## config.mk

```make
export PLATFORM = sky130hd
export DESIGN_NAME = lcd_osd_top
export DESIGN_NICKNAME = d
export VERILOG_FILES = /design/src/verilog/video_pkg.sv /design/src/verilog/video_timing.sv /design/src/verilog/test_picture.sv /design/src/verilog/osd_spi_slave.sv /design/src/verilog/osd_overlay.sv /design/src/verilog/lcd_spi_tx.sv /design/src/verilog/lcd_osd_top.sv
export VERILOG_INCLUDE_DIRS = /design/src /design/src/verilog
export SDC_FILE = /design/constraint.sdc
export NUM_CORES = 1
export LEC_CHECK = 0
export ABC_AREA = 1
export BUFFER_PORTS_ARGS = -buffer_cell sky130_fd_sc_hd__clkbuf_2
export CAP_MARGIN = 20
export CORE_MARGIN = 2
export CORE_UTILIZATION = 40
export CTS_BUF_LIST = sky130_fd_sc_hd__clkbuf_4
export DETAILED_ROUTE_END_ITERATION = 8
export PLACE_DENSITY = 0.51
export SYNTH_ARGS = -nofsm -noshare
export SYNTH_HDL_FRONTEND = slang
export SYNTH_SLANG_ARGS = --single-unit
```

## constraint.sdc

```tcl
create_clock -name i_clk_pixel -period 6.5 [get_ports i_clk_pixel]
set_clock_uncertainty 0.05 [all_clocks]
set_input_delay 1.3 -clock i_clk_pixel [delete_from_list [all_inputs] [get_ports i_clk_pixel]]
set_output_delay 1.3 -clock i_clk_pixel [all_outputs]
set_load 0.02 [all_outputs]
```

## src/verilog/lcd_defines.svh

```systemverilog
`ifndef LCD_DEFINES_SVH
`define LCD_DEFINES_SVH

// tiny frame so a whole picture fits in a short sim
`define H_ACTIVE 16
`define V_ACTIVE 8

// horizontal blanking, in pixel enables
`define H_FRONT 2
`define H_SYNC  1
`define H_BACK  2

// vertical blanking, in lines
`define V_FRONT 1
`define V_SYNC  1
`define V_BACK  1

`define H_TOTAL (`H_ACTIVE + `H_FRONT + `H_SYNC + `H_BACK)
`define V_TOTAL (`V_ACTIVE + `V_FRONT + `V_SYNC + `V_BACK)

// 2 clocks per lcd spi bit x 16 bits per pixel
`define PIX_DIV 32

// panel reset pulse after system reset
`define LCD_RESET_CYCLES 64

// memory write, opens every frame
`define CMD_RAMWR 8'h2C

`endif

```

## src/verilog/video_pkg.sv

```systemverilog
package video_pkg;

  // one pixel slot of the video stream
  typedef struct packed {
    logic        ena;    // high one clock per pixel
    logic        blank;
    logic        hsync;
    logic        vsync;
    logic [7:0]  x;      // active area coords
    logic [7:0]  y;
    logic [15:0] rgb;    // rgb565
  } video_t;

  // character write word
  typedef struct packed {
    logic       sel;     // 0
    logic [6:0] addr;    // cell index
    logic [7:0] code;
  } osd_wr_t;

  // osd control word
  typedef struct packed {
    logic        sel;      // 1
    logic [13:0] reserved;
    logic        on;
  } osd_ctl_t;

  // one 16 bit spi word, msb selects the decode
  typedef union packed {
    osd_wr_t  wr;
    osd_ctl_t ctl;
  } osd_word_u;

endpackage

```

## src/verilog/video_timing.sv

```systemverilog
`timescale 1ns/1ps
`include "lcd_defines.svh"

module video_timing (
  input  logic              i_clk_pixel,
  input  logic              i_rst_n,
  output video_pkg::video_t o_video
);

  localparam int DIV_W = $clog2(`PIX_DIV);
  localparam logic [DIV_W-1:0] DIV_LAST = DIV_W'(`PIX_DIV - 1);
  localparam logic [7:0] H_LAST = 8'(`H_TOTAL - 1);
  localparam logic [7:0] V_LAST = 8'(`V_TOTAL - 1);
  localparam logic [7:0] H_ACT = 8'(`H_ACTIVE);
  localparam logic [7:0] V_ACT = 8'(`V_ACTIVE);
  localparam logic [7:0] HS_BEGIN = 8'(`H_ACTIVE + `H_FRONT);
  localparam logic [7:0] HS_END = 8'(`H_ACTIVE + `H_FRONT + `H_SYNC);
  localparam logic [7:0] VS_BEGIN = 8'(`V_ACTIVE + `V_FRONT);
  localparam logic [7:0] VS_END = 8'(`V_ACTIVE + `V_FRONT + `V_SYNC);

  logic [DIV_W-1:0] div_cnt;
  logic             pix_tick;
  logic [7:0]       h_cnt;
  logic [7:0]       v_cnt;
  logic             active;

  assign pix_tick = (div_cnt == DIV_LAST);
  assign active = (h_cnt < H_ACT) && (v_cnt < V_ACT);

  // slow pixel enable
  always_ff @(posedge i_clk_pixel or negedge i_rst_n) begin
    if (!i_rst_n) begin
      div_cnt <= '0;
    end else begin
      div_cnt <= pix_tick ? '0 : div_cnt + 1'b1;
    end
  end

  always_ff @(posedge i_clk_pixel or negedge i_rst_n) begin
    if (!i_rst_n) begin
      h_cnt <= '0;
      v_cnt <= '0;
    end else if (pix_tick) begin
      if (h_cnt == H_LAST) begin
        h_cnt <= '0;
        v_cnt <= (v_cnt == V_LAST) ? '0 : v_cnt + 1'b1; // next line
      end else begin
        h_cnt <= h_cnt + 1'b1;
      end
    end
  end

  // stream carries the counters as they were at the tick
  always_ff @(posedge i_clk_pixel or negedge i_rst_n) begin
    if (!i_rst_n) begin
      o_video <= '0;
    end else begin
      o_video.ena   <= pix_tick;
      o_video.blank <= !active;
      o_video.hsync <= (h_cnt >= HS_BEGIN) && (h_cnt < HS_END);
      o_video.vsync <= (v_cnt >= VS_BEGIN) && (v_cnt < VS_END);
      o_video.x     <= active ? h_cnt : '0;
      o_video.y     <= active ? v_cnt : '0;
      o_video.rgb   <= '0;  // filled by the picture stage
    end
  end

  // downstream stages count every ena as a pixel slot
  a_ena_single : assert property (
    @(posedge i_clk_pixel) disable iff (!i_rst_n)
    o_video.ena |=> !o_video.ena
  );

endmodule

```

## src/verilog/test_picture.sv

```systemverilog
`timescale 1ns/1ps

module test_picture (
  input  logic              i_clk_pixel,
  input  logic              i_rst_n,
  input  video_pkg::video_t i_video,
  output video_pkg::video_t o_video
);

  logic [4:0]  red;
  logic [5:0]  green;
  logic [4:0]  blue;
  logic [15:0] pic_rgb;

  // colour straight from position
  assign red   = i_video.x[4:0];
  assign green = {i_video.y[2:0], i_video.x[2:0]};
  assign blue  = i_video.x[4:0] ^ i_video.y[4:0];  // checker-ish pattern

  assign pic_rgb = {red, green, blue};

  always_ff @(posedge i_clk_pixel or negedge i_rst_n) begin
    if (!i_rst_n) begin
      o_video <= '0;
    end else begin
      o_video     <= i_video;
      o_video.rgb <= i_video.blank ? '0 : pic_rgb;  // black in blanking
    end
  end

endmodule

```

## src/verilog/osd_spi_slave.sv

```systemverilog
`timescale 1ns/1ps

module osd_spi_slave (
  input  logic                 i_clk_pixel,
  input  logic                 i_rst_n,
  input  logic                 i_csn,
  input  logic                 i_sclk,
  input  logic                 i_mosi,
  output video_pkg::osd_word_u o_word,
  output logic                 o_word_valid
);

  logic [1:0]  csn_sync;
  logic [1:0]  sclk_sync;
  logic [1:0]  mosi_sync;
  logic        csn_q;
  logic        sclk_q;
  logic        sclk_rise;
  logic        csn_rise;
  logic [4:0]  bit_cnt;
  logic [15:0] shift_q;

  // all three lines take the same delay so mosi lines up with sclk
  always_ff @(posedge i_clk_pixel or negedge i_rst_n) begin
    if (!i_rst_n) begin
      csn_sync  <= 2'b11;
      sclk_sync <= 2'b00;
      mosi_sync <= 2'b00;
      csn_q     <= 1'b1;
      sclk_q    <= 1'b0;
    end else begin
      csn_sync  <= {csn_sync[0], i_csn};
      sclk_sync <= {sclk_sync[0], i_sclk};
      mosi_sync <= {mosi_sync[0], i_mosi};
      csn_q     <= csn_sync[1];
      sclk_q    <= sclk_sync[1];
    end
  end

  assign sclk_rise = sclk_sync[1] && !sclk_q && !csn_sync[1];  // mode 0 sample
  assign csn_rise  = csn_sync[1] && !csn_q;

  always_ff @(posedge i_clk_pixel or negedge i_rst_n) begin
    if (!i_rst_n) begin
      bit_cnt      <= '0;
      o_word_valid <= 1'b0;
    end else begin
      o_word_valid <= csn_rise && (bit_cnt == 5'd16);  // other lengths dropped
      if (csn_sync[1]) begin
        bit_cnt <= '0;
      end else if (sclk_rise && bit_cnt != 5'd31) begin
        bit_cnt <= bit_cnt + 1'b1;  // saturates on long frames
      end
    end
  end

  // msb first
  always_ff @(posedge i_clk_pixel) begin
    if (sclk_rise) begin
      shift_q <= {shift_q[14:0], mosi_sync[1]};
    end
    if (csn_rise) begin
      o_word <= shift_q;
    end
  end

  a_valid_pulse : assert property (
    @(posedge i_clk_pixel) disable iff (!i_rst_n)
    o_word_valid |=> !o_word_valid
  );

endmodule

```

## src/verilog/osd_overlay.sv

```systemverilog
`timescale 1ns/1ps
`include "lcd_defines.svh"

module osd_overlay (
  input  logic                 i_clk_pixel,
  input  logic                 i_rst_n,
  input  video_pkg::osd_word_u i_word,
  input  logic                 i_word_valid,
  input  video_pkg::video_t    i_video,
  output video_pkg::video_t    o_video
);

  localparam int CELLS_X = `H_ACTIVE / 8;  // 8x8 cells

  logic [7:0] char_ram [16];
  logic       osd_on;
  logic [3:0] cell_idx;
  logic [7:0] cell_code;
  logic       pix_on;

  // row * cells per row + column
  assign cell_idx  = 4'((i_video.y >> 3) * CELLS_X + (i_video.x >> 3));
  assign cell_code = char_ram[cell_idx];

  // code drawn as a bar pattern, msb at the left edge of the cell
  assign pix_on = osd_on && !i_video.blank && cell_code[~i_video.x[2:0]];

  always_ff @(posedge i_clk_pixel or negedge i_rst_n) begin
    if (!i_rst_n) begin
      for (int i = 0; i < 16; i++) begin
        char_ram[i] <= '0;
      end
      osd_on <= 1'b1;  // osd shown from power up
    end else if (i_word_valid) begin
      if (!i_word.wr.sel) begin
        char_ram[i_word.wr.addr[3:0]] <= i_word.wr.code;
      end else begin
        osd_on <= i_word.ctl.on;
      end
    end
  end

  always_ff @(posedge i_clk_pixel or negedge i_rst_n) begin
    if (!i_rst_n) begin
      o_video <= '0;
    end else begin
      o_video <= i_video;
      if (pix_on) begin
        o_video.rgb <= ~i_video.rgb;  // inverse video
      end
    end
  end

endmodule

```

## src/verilog/lcd_spi_tx.sv

```systemverilog
`timescale 1ns/1ps
`include "lcd_defines.svh"

module lcd_spi_tx (
  input  logic              i_clk_pixel,
  input  logic              i_rst_n,
  input  video_pkg::video_t i_video,
  output logic              o_lcd_resn,
  output logic              o_lcd_clk,
  output logic              o_lcd_dc,
  output logic              o_lcd_mosi
);

  localparam int RST_W = $clog2(`LCD_RESET_CYCLES);
  localparam logic [RST_W-1:0] RST_LAST = RST_W'(`LCD_RESET_CYCLES - 1);
  localparam logic [7:0] CMD = `CMD_RAMWR;

  logic [RST_W-1:0] rst_cnt;
  logic             vs_q;
  logic             vs_start;
  logic             armed;
  logic             load_cmd;
  logic             load_pix;
  logic [15:0]      load_word;
  logic             busy;
  logic [3:0]       bits_left;
  logic [15:0]      shift_q;

  // panel reset pulse
  always_ff @(posedge i_clk_pixel or negedge i_rst_n) begin
    if (!i_rst_n) begin
      rst_cnt    <= '0;
      o_lcd_resn <= 1'b0;
    end else if (!o_lcd_resn) begin
      if (rst_cnt == RST_LAST) begin
        o_lcd_resn <= 1'b1;
      end else begin
        rst_cnt <= rst_cnt + 1'b1;
      end
    end
  end

  assign vs_start = i_video.ena && i_video.vsync && !vs_q;

  // command byte on every vsync once the panel is out of reset
  assign load_cmd = o_lcd_resn && vs_start;
  assign load_pix = o_lcd_resn && armed && i_video.ena && !i_video.blank;

  assign load_word = load_cmd ? {CMD, 8'h00} : i_video.rgb;

  always_ff @(posedge i_clk_pixel or negedge i_rst_n) begin
    if (!i_rst_n) begin
      vs_q  <= 1'b0;
      armed <= 1'b0;
    end else begin
      if (i_video.ena) begin
        vs_q <= i_video.vsync;
      end
      if (load_cmd) begin
        armed <= 1'b1;  // stays armed, streams every frame
      end
    end
  end

  // two clocks per bit, clk low while data changes
  always_ff @(posedge i_clk_pixel or negedge i_rst_n) begin
    if (!i_rst_n) begin
      busy       <= 1'b0;
      bits_left  <= '0;
      o_lcd_clk  <= 1'b1;  // idle high
      o_lcd_dc   <= 1'b0;
      o_lcd_mosi <= 1'b0;
    end else if (load_cmd || load_pix) begin
      busy       <= 1'b1;
      bits_left  <= load_cmd ? 4'd7 : 4'd15;
      o_lcd_dc   <= load_pix;
      o_lcd_clk  <= 1'b0;
      o_lcd_mosi <= load_word[15];
    end else if (busy) begin
      if (!o_lcd_clk) begin
        o_lcd_clk <= 1'b1;  // panel samples here
        if (bits_left == 4'd0) begin
          busy <= 1'b0;  // last high phase ends on the next ena
        end
      end else begin
        o_lcd_clk  <= 1'b0;
        o_lcd_mosi <= shift_q[15];
        bits_left  <= bits_left - 1'b1;
      end
    end
  end

  // remaining bits after the one on mosi
  always_ff @(posedge i_clk_pixel) begin
    if (load_cmd || load_pix) begin
      shift_q <= {load_word[14:0], 1'b0};
    end else if (busy && o_lcd_clk) begin
      shift_q <= {shift_q[14:0], 1'b0};
    end
  end

  // pixel rate and PIX_DIV must leave room for the full word
  a_no_overrun : assert property (
    @(posedge i_clk_pixel) disable iff (!i_rst_n)
    (load_cmd || load_pix) |-> !busy
  );

endmodule

```

## src/verilog/lcd_osd_top.sv

```systemverilog
`timescale 1ns/1ps

module lcd_osd_top (
  input  logic i_clk_pixel,
  input  logic i_rst_n,
  input  logic i_osd_csn,
  input  logic i_osd_sclk,
  input  logic i_osd_mosi,
  output logic o_lcd_csn,
  output logic o_lcd_resn,
  output logic o_lcd_clk,
  output logic o_lcd_dc,
  output logic o_lcd_mosi
);

  import video_pkg::*;

  video_t    tim_v;
  video_t    pic_v;
  video_t    osd_v;
  osd_word_u osd_word;
  logic      osd_word_valid;

  video_timing timing0 (
    .i_clk_pixel (i_clk_pixel),
    .i_rst_n     (i_rst_n),
    .o_video     (tim_v)
  );

  test_picture picture0 (
    .i_clk_pixel (i_clk_pixel),
    .i_rst_n     (i_rst_n),
    .i_video     (tim_v),
    .o_video     (pic_v)
  );

  // osd words from the external spi link
  osd_spi_slave osd_rx0 (
    .i_clk_pixel  (i_clk_pixel),
    .i_rst_n      (i_rst_n),
    .i_csn        (i_osd_csn),
    .i_sclk       (i_osd_sclk),
    .i_mosi       (i_osd_mosi),
    .o_word       (osd_word),
    .o_word_valid (osd_word_valid)
  );

  osd_overlay overlay0 (
    .i_clk_pixel  (i_clk_pixel),
    .i_rst_n      (i_rst_n),
    .i_word       (osd_word),
    .i_word_valid (osd_word_valid),
    .i_video      (pic_v),
    .o_video      (osd_v)
  );

  lcd_spi_tx lcd_tx0 (
    .i_clk_pixel (i_clk_pixel),
    .i_rst_n     (i_rst_n),
    .i_video     (osd_v),
    .o_lcd_resn  (o_lcd_resn),
    .o_lcd_clk   (o_lcd_clk),
    .o_lcd_dc    (o_lcd_dc),
    .o_lcd_mosi  (o_lcd_mosi)
  );

  assign o_lcd_csn = 1'b1;  // 7-pin panel, no chip select

endmodule

```

Word level (Yosys, flattened, before mapping)
Index checks and enable logic that the tools add are counted.
{"block": "classes", "n_addsub": 7, "multipliers": 0, "div_mod_pow": 0, "magnitude_cmp": 8, "n_eq_ne": 6, "shifts": 0, "muxes": 36, "bitwise_logic": 8, "reduce_logical": 35}
{"operator": "$bwmux W128", "n": 1}
{"operator": "$mux W16", "n": 5}
{"operator": "$mux W8", "n": 5}
{"operator": "$bmux W8 S4", "n": 1}
{"operator": "$demux W8 S4", "n": 1}
{"operator": "$logic_and A1 B1 Y1", "n": 17}
{"operator": "$add A8 B1 Y8 const B", "n": 2}
{"operator": "$lt A8 B4 Y1 const B", "n": 2}
{"operator": "$mux W4", "n": 4}
{"operator": "$not A16 Y16", "n": 1}
{"operator": "$mux W5", "n": 3}
{"operator": "$mux W1", "n": 13}
{"operator": "$add A5 B1 Y5 const B", "n": 2}
{"operator": "$eq A5 B5 Y1 const B", "n": 2}
{"operator": "$ge A5 B5 Y1 const B", "n": 2}
{"operator": "$not A4 Y5", "n": 2}
{"operator": "$reduce_and A2 Y1", "n": 5}
{"operator": "$eq A8 B4 Y1 const B", "n": 1}
{"operator": "$eq A8 B5 Y1 const B", "n": 1}
{"operator": "$ge A8 B4 Y1 const B", "n": 1}
{"operator": "$lt A8 B5 Y1 const B", "n": 1}
{"operator": "$reduce_bool A2 Y1", "n": 4}
{"operator": "$logic_not A1 Y1", "n": 7}
{"operator": "$mux W7", "n": 1}
{"operator": "other kinds (14)", "n": 16}
{"block": "word_totals", "reg_bits": 295, "latch_bits": 0, "mem_bits_rw": 0, "mem_bits_ro": 0, "out_inout_bits": 5, "mem_count": 0}

Logic depth before layout (Yosys ltp)
Gate-level depths: netlist (run 1).
{"block": "depth", "depth_word": 9, "ltp_mapped": 17, "depth_no_buf": 16}

Hierarchy
A second synthesis (run 1) with hierarchy kept.
{"block": "hier_totals", "hier_cells": 1416, "area_unflattened_um2": 13281.5}
{"mod": "osd_overlay", "instances": 1, "cells_each": 880, "area_per_inst_um2": 7277.0, "seq_area_each_um2": 4130.2}
{"mod": "video_timing", "instances": 1, "cells_each": 209, "area_per_inst_um2": 1884.3, "seq_area_each_um2": 1026.0}
{"mod": "lcd_spi_tx", "instances": 1, "cells_each": 169, "area_per_inst_um2": 1546.5, "seq_area_each_um2": 877.1}
{"mod": "osd_spi_slave", "instances": 1, "cells_each": 82, "area_per_inst_um2": 1521.5, "seq_area_each_um2": 1315.0}
{"mod": "test_picture", "instances": 1, "cells_each": 74, "area_per_inst_um2": 1041.0, "seq_area_each_um2": 825.8}
{"mod": "lcd_osd_top", "instances": 1, "cells_each": 2, "area_per_inst_um2": 11.3, "seq_area_each_um2": 0.0}

Least setup slack after synthesis (run 1)
Ideal clock, no wire load.
{"block": "synth_timing", "path_type": "register to register", "start": "reg picture0.o_video[19] (netlist name)", "end": "reg overlay0.o_video[10] (netlist name)", "setup_ns": 0.117, "t_arrival_ns": 2.235, "required_time_ns": 6.333, "setup_slack_ns": 4.098, "stages_incl_launch_ff": 17, "path_buffers": 3, "period_less_slack_ns": 2.402, "path_cell_list": "dfrtp_1 -> ha_1 -> inv_1 -> fa_1 -> buf_2 -> inv_1 -> buf_2 -> nand3_1 -> nand3_1 -> nand3_1 -> nand3_1 -> nand3_2 -> nand2_4 -> nand2_4 -> buf_6 -> nand2_2 -> nand2_1"}
{"block": "synth_between", "elab_chain_cells": 9}
{"item": "start: declaration", "line_no": "test_picture.sv:7", "rtl": "output video_pkg::video_t o_video"}
{"item": "start signal: assignment", "line_no": "test_picture.sv:26", "rtl": "o_video <= i_video;"}
{"item": "$add A4 B4 Y4", "line_no": "osd_overlay.sv:22", "rtl": "assign cell_idx = 4'((i_video.y >> 3) * CELLS_X + (i_video.x >> 3));"}
{"item": "$not A4 Y5 (implied by the code)", "line_no": "osd_overlay.sv:23", "rtl": "assign cell_code = char_ram[cell_idx];"}
{"item": "$bmux W8 S4", "line_no": "osd_overlay.sv:23"}
{"item": "$mux W8 (implied by the code) (2 in series)", "line_no": "osd_overlay.sv:23"}
{"item": "$bmux W1 S3", "line_no": "osd_overlay.sv:26", "rtl": "assign pix_on = osd_on && !i_video.blank && cell_code[~i_video.x[2:0]];"}
{"item": "$mux W1 (implied by the code)", "line_no": "osd_overlay.sv:26"}
{"item": "$logic_and A1 B1 Y1", "line_no": "osd_overlay.sv:26"}
{"item": "$mux W16", "line_no": "osd_overlay.sv:48", "rtl": "if (pix_on) begin"}
{"item": "end signal: assignment", "line_no": "osd_overlay.sv:47", "rtl": "o_video <= i_video;"}
{"item": "end: declaration", "line_no": "osd_overlay.sv:10", "rtl": "output video_pkg::video_t o_video"}
No other way between the ends. The select of a mux whose other input is x is not followed.
A chain may end at the register's enable or synchronous reset.

Final worst setup path (run 1)
{"block": "layout_timing", "start": "reg picture0.o_video[19] (netlist name)", "end": "reg overlay0.o_video[1] (netlist name)"}
Same word-level chain as after synthesis.

==> reports/results.ini, run 1 <==
[drt]
first_iter_violations=650
routed_via_density=4.84
first_pass_iters=6
ant_nets=0
vias=8482
wire_per_inst_um=14.9
wl_um=26000
drc=0

[flow_run]
maxCapViolations=0

[finish]
final_common_cell=nand2_1
layout-drive-gt1-share=0.123
area_growth_pct=12.0
final_cell_mix=347 x nand2_1, 233 x dfrtp_1, 148 x nand3_1, 140 x o21ai_0, 121 x inv_1
postLayoutCellArea_um2=13300
nets=1327
fin_util=0.452

[sta]
setup_viol=0
grt_setup_unrepaired=false
fin_tns_setup_ps=0
timing.final.ws_setup_ps=3440
fmax_ghz=0.327
fin_crit_sh=0.470
worst_slew_pin_slew_ps=946
relSlewSlack=0.368
hold_violations=0
fin_crit_ps=3060
drv_slew=0

[floorplanning]
io_pins=10
std_cell_rows=63
core_um2=29400
die_h_um=176
dieArea_um2=31100
die_x_um=176
start_util=0.404

[placed_design]
post-place-ws_ps=3370
detailed_place.area_um2=12200
hpwlAfterDp_um=15700
gp_congestion=0.853
port_buffers=8

[worst_setup_path]
crit_path_end_kind=flop
ff2ff_path_depth=14
slowest_stage=inv_1
crit_chain=ha_1 -> inv_1 -> fa_1 -> buf_4 -> inv_1 -> nand3_1 -> nand3_1 -> nand3_1 -> nand3_1 -> nand3_2 -> nand2_4 -> nand2_4 -> nand2_1 -> nand2_1
worstSetupPathType=reg2reg
cpPeakStageDelay_ps=480
startpoint_type=flop
critPathLaunch=picture0.o_video[19]
critPathMaxFanout=17
crit_end=overlay0.o_video[1]
cp_data_required_time_ps=7010
reg2reg_from=picture0.o_video[19]
ff2ff_setup_slack_ps=3440
cpMostUsedCell=nand3_1
critPathArrivalTime_ps=3570
reg2reg_to=overlay0.o_video[1]

[grt]
grt_usage=0.179
grt_antenna_before_repair=1
overflow=0
grt_max_degree=109
grt_pass1_wl_um=44300
first_global_vias=8429

[logic_synthesis]
yosys-top-cells-area=dfrtp_1 49%, edfxtp_1 11%, nand2_1 11%, nand3_1 6.2%, o21ai_0 5.9%
yosysTopAreaCell=dfrtp_1
ys_seq_elements=283
ys_types=41
synthCells=1261
synth.avg_cell_area_um2=9.41
ys_seq_area_frac=0.616
syn_area_um2=11900
synth_top_area_frac=0.494
ys_warn_count=0

[clocking]
path_clk_slew_ps=60
clkSinkCount=283
tritoncts=yes
cts_setup_buffers=0
clockBufferDepth=3
clock_latency_ps=690
cts_root_buffer=clkbuf_4
cts_buffers=78
cts_resized=0
cts_hold_buf=0
htree_levels=3

[outcome]
status=finished, final reports clean

[hold_path]
hp-class=reg2reg

[power]
cellLeakagePower_nw=6.07
ir_worst_vdd_v=0.000123
power.density_nw_per_um2=278

where the power goes:
group / internal [mW] / leakage, nW / total [mW] / switching (mW)
combinational: 0.0373 / 1.88 / 0.154 / 0.117
clock: 0.984 / 0.630 / 1.72 / 0.739
sequential: 1.81 / 3.56 / 1.82 / 0.00768
per-stage QoR:
step | instances | hold WS (ps) | power, mW
detailed placement | 1614 | 285 | 2.01
global route | 1754 | 295 | 3.89
CTS | 1751 | 292 | 3.77
global placement | 1613 | 282 | 2.01
finish | 1754 | 292 | 3.70
floorplan | 1266 | 281 | 1.94
cell families after synthesis:
family / count (synthesis) / synth area share
AOI/OAI and AO/OA: 174 / 0.0784
xor gates and xnor gates: 15 / 0.0111
adders and majority gates: 16 / 0.0175
buffers and inverters: 180 / 0.0643
DFF: 283 / 0.616
other: 2 / 0.000633
and+or+nand+nor: 591 / 0.212
synthesized netlist by cell type (all sizes together):
cell / number
nand2: 359
dfrtp: 234
nand3: 150
o21ai: 141
inv: 122
nor2: 51
edfxtp: 44
clkbuf: 30
buf: 27
nor3: 16
ha: 15
a21oi: 14
xor2: 8
a22o: 7
xnor2: 7
or2: 6
dfstp: 5
nand4: 4
nor4: 4
a31oi: 3
a41oi: 2
conb: 2
o22ai: 2
a2111oi: 1
a22oi: 1
and3: 1
clkinv: 1
fa: 1
o211a: 1
o221ai: 1
o22a: 1
routing by layer:
metal / global-route usage / part of all wire / routed length, um / vias up
met1: 0.270 / 0.51 / 13300 / 4026
li1: - / - / - / 4230
met3: 0.0418 / 0.055 / 1440 / 51
met5: 0 / 0 / 0 / -
met4: 0.0665 / 0.022 / 576 / 0
met2: 0.249 / 0.41 / 10700 / 175
worst max-delay path, delay by kind of cell (launching register included):
family / cells / cell delay (ps)
adder cells (fa/ha/maj): 2 / 600
buffers and inverters: 3 / 760
flip-flops: 1 / 360
AND/OR/NAND/NOR: 9 / 1170
state kept, by name (all words and copies together), names as in the netlist, 4 cells and up:
signal,count
picture0.o_video,26
overlay0.char_ram,128
lcd_tx0.bits_left,4
osd_rx0.shift_q,16
lcd_tx0.shift_q,15
lcd_tx0.rst_cnt,6
osd_rx0.o_word,13
overlay0.o_video,16
timing0.o_video,16
timing0.v_cnt,8
timing0.h_cnt,8
osd_rx0.bit_cnt,5
timing0.div_cnt,5
worst min path at each step:
stage                                    start              endpoint  slack [ps]  cells past startpoint
after global placement    osd_rx0.sclk_sync[0]  osd_rx0.sclk_sync[1]         280                      0
after detailed placement   timing0.o_video[30]  picture0.o_video[30]         280                      0
final                      timing0.o_video[30]  picture0.o_video[30]         290                      0
after global routing       timing0.o_video[21]  picture0.o_video[21]         290                      0
after floorplan           osd_rx0.mosi_sync[0]  osd_rx0.mosi_sync[1]         280                      0
after CTS                  timing0.o_video[35]  picture0.o_video[35]         290                      0
cell type report:
type                       count  area [um^2]
fill                        2914        16100
sequential                   283         7310
multi-input combinational    803         3820
clock buffer                 118          886
tap                          390          488
inverter                     123          464
clock inverter                19          184
timing repair buffer          17          139
antenna                        1         2.50
Power figures use the tool's default switching activity.
==> inputs of run 2 (changes only) <==
- PLACE_DENSITY: 0.51 -> 0.53
- clock period: 6.5 -> 2.65 ns (I/O delays scaled with it)
==> run 2 against run 1 <==
  * Register-to-register slack got worse by 3200 ps
  * Sequential share of layout area fell by 0.53 points
  * Cell count rose by 1.1%
  * Global-route usage rose by 0.30 points
  * Combinational power rose to 2.6 times the previous value
  * Core utilization rose by 0.44 points
  * Die area did not move
  * Non-clock buffer count rose by 19
  * Critical path depth rose by 1
  * Maximum frequency rose by 26%
  * Flip-flop and latch count did not move
  * Critical path type unchanged
  * Critical endpoint is now overlay0.o_video[14]
  * Highest routed layer unchanged
==> reports/results.ini, run 2 (same netlist as run 1, synthesis figures left out) <==
[outcome]
status=finished, final reports clean  ; unchanged

[drt]
first_pass_iters=5  ; was 6
vias=8581  ; was 8482
first_iter_violations=699  ; was 650
wl_um=26500  ; was 26000 um
ant_nets=0  ; unchanged
routed_via_density=4.84  ; about the same
drc=0  ; unchanged
wire_per_inst_um=15.0  ; was 14.9 um

[placed_design]
gp_congestion=0.868  ; was 0.853
detailed_place.area_um2=12400  ; was 12200 um^2
hpwlAfterDp_um=16700  ; was 15700 um
port_buffers=8  ; unchanged

[floorplanning]
die_x_um=176  ; unchanged
core_um2=29400  ; unchanged
start_util=0.404  ; unchanged
dieArea_um2=31100  ; unchanged
die_h_um=176  ; unchanged
std_cell_rows=63  ; unchanged
io_pins=10  ; unchanged

[finish]
nFillCells=2928  ; was 2914
area_growth_pct=13.1  ; was 12.0%
final_common_cell=nand2_1  ; unchanged
layout-drive-gt1-share=0.130  ; was 0.123
nets=1346  ; was 1327
final_cell_mix=347 x nand2_1, 233 x dfrtp_1, 148 x nand3_1, 140 x o21ai_0, 120 x inv_1  ; was 347 x nand2_1, 233 x dfrtp_1, 148 x nand3_1, 140 x o21ai_0, 121 x inv_1
reg.largest.list=overlay0.char_ram (128), picture0.o_video (26)  ; unchanged
largest-register=overlay0.char_ram  ; unchanged
postLayoutCellArea_um2=13400  ; was 13300 um^2
largest_reg_flops=128  ; unchanged

[clocking]
path_clk_slew_ps=60  ; about the same
clkSinkCount=283  ; unchanged
cts_buffers=78  ; unchanged
clockBufferDepth=3  ; unchanged
cts_root_buffer=clkbuf_4  ; unchanged
htree_levels=3  ; unchanged
clock_latency_ps=670  ; was 690 ps
tritoncts=yes  ; unchanged

[power]
power.density_nw_per_um2=649  ; was 278 nW/um^2
p_total_mw=8.71  ; was 3.70 mW
cellLeakagePower_nw=6.14  ; was 6.07 nW
ir_worst_vdd_v=0.000284  ; was 0.000123 V

[sta]
relSlewSlack=0.496  ; was 0.368
fin_crit_ps=2430  ; was 3060 ps
fmax_ghz=0.411  ; was 0.327 GHz
worst_slew_pin_slew_ps=756  ; was 946 ps
fin_tns_setup_ps=0  ; unchanged
fin_crit_sh=0.918  ; was 0.470
setup_viol=0  ; unchanged
drv_slew=0  ; unchanged
grt_setup_unrepaired=false  ; unchanged
hold_violations=0  ; unchanged

[worst_setup_path]
slowest_stage=fa_1  ; was inv_1
reg2reg_from=picture0.o_video[19]  ; unchanged
crit_path_end_kind=flop  ; unchanged
cpPeakStageDelay_ps=400  ; was 480 ps
cp_data_required_time_ps=3170  ; was 7010 ps
crit_chain=ha_1 -> inv_1 -> fa_1 -> inv_1 -> nand2_1 -> nand3_1 -> nand2_1 -> nand3_1 -> nand3_1 -> nand3_1 -> nand3_2 -> nand2_4 -> nand2_4 -> nand2_2 -> nand2_1  ; was ha_1 -> inv_1 -> fa_1 -> buf_4 -> inv_1 -> nand3_1 -> nand3_1 -> nand3_1 -> nand3_1 -> nand3_2 -> nand2_4 -> nand2_4 -> nand2_1 -> nand2_1
worstSetupPathType=reg2reg  ; unchanged
cpMostUsedCell=nand3_1  ; unchanged
startpoint_type=flop  ; unchanged
critPathMaxFanout=14  ; was 17
critPathLaunch=picture0.o_video[19]  ; unchanged
critPathArrivalTime_ps=2950  ; was 3570 ps

[grt]
grt_pass1_wl_um=44800  ; was 44300 um
grt_max_degree=76  ; was 109
overflow=0  ; unchanged
grt_antenna_before_repair=2  ; was 1
grt_usage=0.182  ; was 0.179
first_global_vias=8563  ; was 8429

[flow_run]
maxCapViolations=0  ; unchanged

[hold_path]
hold_path.startpoint=picture0.o_video[35]  ; was timing0.o_video[30]
hp-class=reg2reg  ; unchanged

[run 2: metrics by stage]
stage / hold WS, ps / setup slack (ps) / std cells / util
after global routing: 305 / 19.0 / 1774 / 0.456
after CTS: 302 / 58.3 / 1771 / 0.455
after detailed placement: 286 / 27.5 / 1630 / 0.421
final: 298 / 218 / 1774 / 0.456
after global placement: 282 / 103 / 1630 / 0.421
after floorplan: 184 / 248 / 1266 / -
[run 2: worst paths after layout]
| path | to | slack, ps | cells past startpoint |
|---|---|---|---|
| max in group asynchronous | lcd_tx0.o_lcd_clk | 1420 | 3 |
| setup reg to reg | overlay0.o_video[14] | 220 | 15 |
| hold / removal | overlay0.o_video[35] | 300 | 0 |
| setup / recovery | overlay0.o_video[14] | 220 | 15 |
| hold reg to reg | overlay0.o_video[35] | 300 | 0 |
| min in group asynchronous | osd_rx0.mosi_sync[1] | 340 | 2 |
[run 2: worst max-delay path: cells and delay by family (launching register included)]
kind | cells | cell delay (ps)
adders and majority gates | 2 | 540
buffers and inverters | 2 | 140
DFF | 1 | 330
and+or+nand+nor | 11 | 1300
[run 2: routing by layer]
metal,GRT usage,up-vias,part of all wire
met4,0.0682,0,0.022
li1,-,4273,-
met1,0.255,4056,0.47
met3,0.0454,48,0.063
met5,0,-,0
met2,0.273,204,0.44
[run 2: power breakdown]
| group | internal (mW) | switching, mW |
|---|---|---|
| registers | 4.45 | 0.0202 |
| logic | 0.114 | 0.292 |
| clock network | 2.05 | 1.78 |
[run 2: layout make-up]
cell class	count	area, um^2	area share
repair buffers	36	362	0.0269
clock inverters	24	121	0.00905
diodes	2	5.00	0.000373
clock buffers	113	848	0.0632
flip-flops and latches	283	7310	0.545
inverters	123	468	0.0349
multi-input cells	803	3820	0.284
well taps	390	488	0.0364
[run 2: timing repair]
action                                 4_1_cts  5_1_grt
endpoints found under the hold margin       53        0
hold buffers                                 4        0
setup buffers                                0        1
setup endpoints to repair                    0       13
resized for setup                            0        2
==> inputs of run 3 (changes only) <==
- CELL_PAD_IN_SITES_DETAIL_PLACEMENT: default -> 0
- CELL_PAD_IN_SITES_GLOBAL_PLACEMENT: default -> 1
- CORE_ASPECT_RATIO: default -> 1.1
- PLACE_DENSITY: 0.53 -> 0.65
==> run 3 against run 2 <==
  * Core utilization increased by 0.16 points
  * Cell area increased by 0.35%
  * Combinational power increased by 5%
  * Setup slack improved by 23 ps
  * Maximum frequency increased by 0.97%
  * Count of clock-buffer cells in the layout increased by 11
  * Non-clock buffer count increased by 4
  * Sequential power about the same
  * First-iteration DRC count decreased by 17%
  * Critical path depth decreased by 1
  * Sequential share of layout area decreased by 0.19 points
  * Worst hold slack got worse by 5.3 ps
  * Largest power group unchanged
==> reports/results.ini, run 3 (same netlist as run 1, synthesis figures left out) <==
[outcome]
status=finished, final reports clean  ; unchanged

[finish]
reg.largest.list=overlay0.char_ram (128), picture0.o_video (26)  ; unchanged
postLayoutCellArea_um2=13500  ; was 13400 um^2
largest_reg_flops=128  ; unchanged
nets=1350  ; was 1346
area_growth_pct=13.5  ; was 13.1%
nFillCells=2929  ; was 2928
stdcell_count=1761  ; was 1774
final_common_cell=nand2_1  ; unchanged
layout-drive-gt1-share=0.138  ; was 0.130
largest-register=overlay0.char_ram  ; unchanged
final_cell_mix=346 x nand2_1, 233 x dfrtp_1, 148 x nand3_1, 140 x o21ai_0, 124 x clkbuf_4  ; was 347 x nand2_1, 233 x dfrtp_1, 148 x nand3_1, 140 x o21ai_0, 120 x inv_1

[power]
seq_power_share=0.512  ; was 0.513
p_sw_frac=0.235  ; was 0.240
power.density_nw_per_um2=648  ; was 649 nW/um^2
combPwrFrac=0.049  ; was 0.047
ir_worst_vdd_v=0.000381  ; was 0.000284 V
clockPowerShare=0.439  ; was 0.440
cellLeakagePower_nw=6.17  ; was 6.14 nW
internal_power_mw=6.68  ; was 6.62 mW
p_switching_mw=2.05  ; was 2.09 mW

[clocking]
cts_buffers=78  ; unchanged
htree_levels=3  ; unchanged
clock_latency_ps=700  ; was 670 ps
clockBufferDepth=3  ; unchanged
clkSinkCount=283  ; unchanged
cts_root_buffer=clkbuf_4  ; unchanged
path_clk_slew_ps=60  ; about the same
tritoncts=yes  ; unchanged
cts_setup_buffers=0  ; unchanged

[drt]
first_pass_iters=6  ; was 5
wl_um=26500  ; about the same
wire_per_inst_um=15.1  ; was 15.0 um
first_iter_violations=582  ; was 699
routed_via_density=4.82  ; was 4.84
drc=0  ; unchanged
vias=8496  ; was 8581
ant_nets=0  ; unchanged

[placed_design]
port_buffers=8  ; unchanged
hpwlAfterDp_um=17000  ; was 16700 um
detailed_place.area_um2=12400  ; about the same
gp_congestion=0.880  ; was 0.868
placed_cells=1619  ; was 1630
post-place-ws_ps=156  ; was 27.5 ps

[sta]
grt_setup_unrepaired=false  ; unchanged
timing.final.ws_setup_ps=241  ; was 218 ps
hold_violations=0  ; unchanged
setup_viol=0  ; unchanged
fin_tns_setup_ps=0  ; unchanged
drv_slew=0  ; unchanged
fmax_ghz=0.415  ; was 0.411 GHz
relSlewSlack=0.509  ; was 0.496
worst_slew_pin_slew_ps=736  ; was 756 ps
fin_crit_sh=0.909  ; was 0.918
fin_crit_ps=2410  ; was 2430 ps

[worst_setup_path]
worstSetupPathType=reg2reg  ; unchanged
reg2reg_from=picture0.o_video[19]  ; unchanged
startpoint_type=flop  ; unchanged
ff2ff_path_depth=14  ; was 15
critPathMaxFanout=14  ; unchanged
cp_data_required_time_ps=3150  ; was 3170 ps
crit_path_end_kind=flop  ; unchanged
critPathArrivalTime_ps=2910  ; was 2950 ps
critPathLaunch=picture0.o_video[19]  ; unchanged

[floorplanning]
start_util=0.404  ; about the same
dieArea_um2=31100  ; about the same
io_pins=10  ; unchanged
die_x_um=168  ; was 176 um
die_h_um=185  ; was 176 um
std_cell_rows=66  ; was 63
core_um2=29400  ; about the same

[grt]
grt_usage=0.182  ; about the same
grt_antenna_before_repair=1  ; was 2
overflow=0  ; unchanged
first_global_vias=8560  ; was 8563
grt_max_degree=50  ; was 76
grt_pass1_wl_um=44500  ; was 44800 um

[flow_run]
maxCapViolations=0  ; unchanged

[hold_path]
whs_path_depth=0  ; unchanged
hp-class=reg2reg  ; unchanged
hold_path.startpoint=osd_rx0.sclk_sync[0]  ; was picture0.o_video[35]

[run 3: cell types whose count changed in the layout (fill, tap and decap cells not counted), moves of 2 or more]
cell and change:
inv_2 +2, nand2_4 -2, nand2_8 +2, clkbuf_4 +11, clkinv_1 -7, buf_4 +3
clkinv_2 -4
[run 3: routing by layer]
metal | vias up | wire length (um) | GRT usage
met5 | - | 0 | 0
met4 | 0 | 808 | 0.0783
met3 | 60 | 1180 | 0.0455
met2 | 169 | 11400 | 0.272
met1 | 4001 | 13100 | 0.253
li1 | 4266 | - | -
[run 3: power by group through the flow]
stage	Combinational [mW]	Sequential, mW	Clock, mW
5_1_grt	0.478	4.47	4.29
3_5_place_dp	0.422	4.55	0
3_3_place_gp	0.419	4.55	0
4_1_cts	0.427	4.47	4.02
2_1_floorplan	0.205	4.54	0
6_report	0.425	4.47	3.84
[run 3: cell type report]
type	count	area [um^2]	area share
Tap cell	374	468	0.0348
Clock buffer	124	931	0.0691
Sequential cell	283	7310	0.543
Inverter	123	464	0.0345
Timing Repair Buffer	40	404	0.0300
Antenna cell	1	2.50	0.000186
Multi-Input combinational cell	803	3840	0.285
Clock inverter	13	48.8	0.00362
[run 3: worst paths after layout]
kind | to | slack, ps
setup / recovery | overlay0.o_video[15] | 240
hold / removal | osd_rx0.sclk_sync[1] | 290
setup reg to reg | overlay0.o_video[15] | 240
hold reg to reg | osd_rx0.sclk_sync[1] | 290
max in group asynchronous | timing0.o_video[28] | 1580
min in group asynchronous | overlay0.char_ram[75] | 300
[run 3: through the flow]
step,utilization,hold WS [ps],power (mW)
after floorplan,-,184,4.75
after detailed placement,0.422,285,4.97
after CTS,0.457,257,8.91
after global placement,0.422,283,4.97
final,0.458,292,8.73
after global routing,0.458,285,9.24
[run 3: critical path, cell delays in order (launching register included)]
cell	delay, ps
dfrtp_1	360
ha_1	190
inv_1	60
fa_1	450
inv_2	140
buf_12	140
nand3_1	70
nand3_1	80
nand3_1	80
nand3_1	100
nand3_2	140
nand2_8	160
nand2_8	110
nand2_1	100
nand2_1	50
[run 3: what timing repair did]
action | in CTS | in global routing
hold buffers | 4 | 0
endpoints found under the hold margin | 46 | 0
endpoints found under the setup margin | 0 | 13
resized for setup | 0 | 5
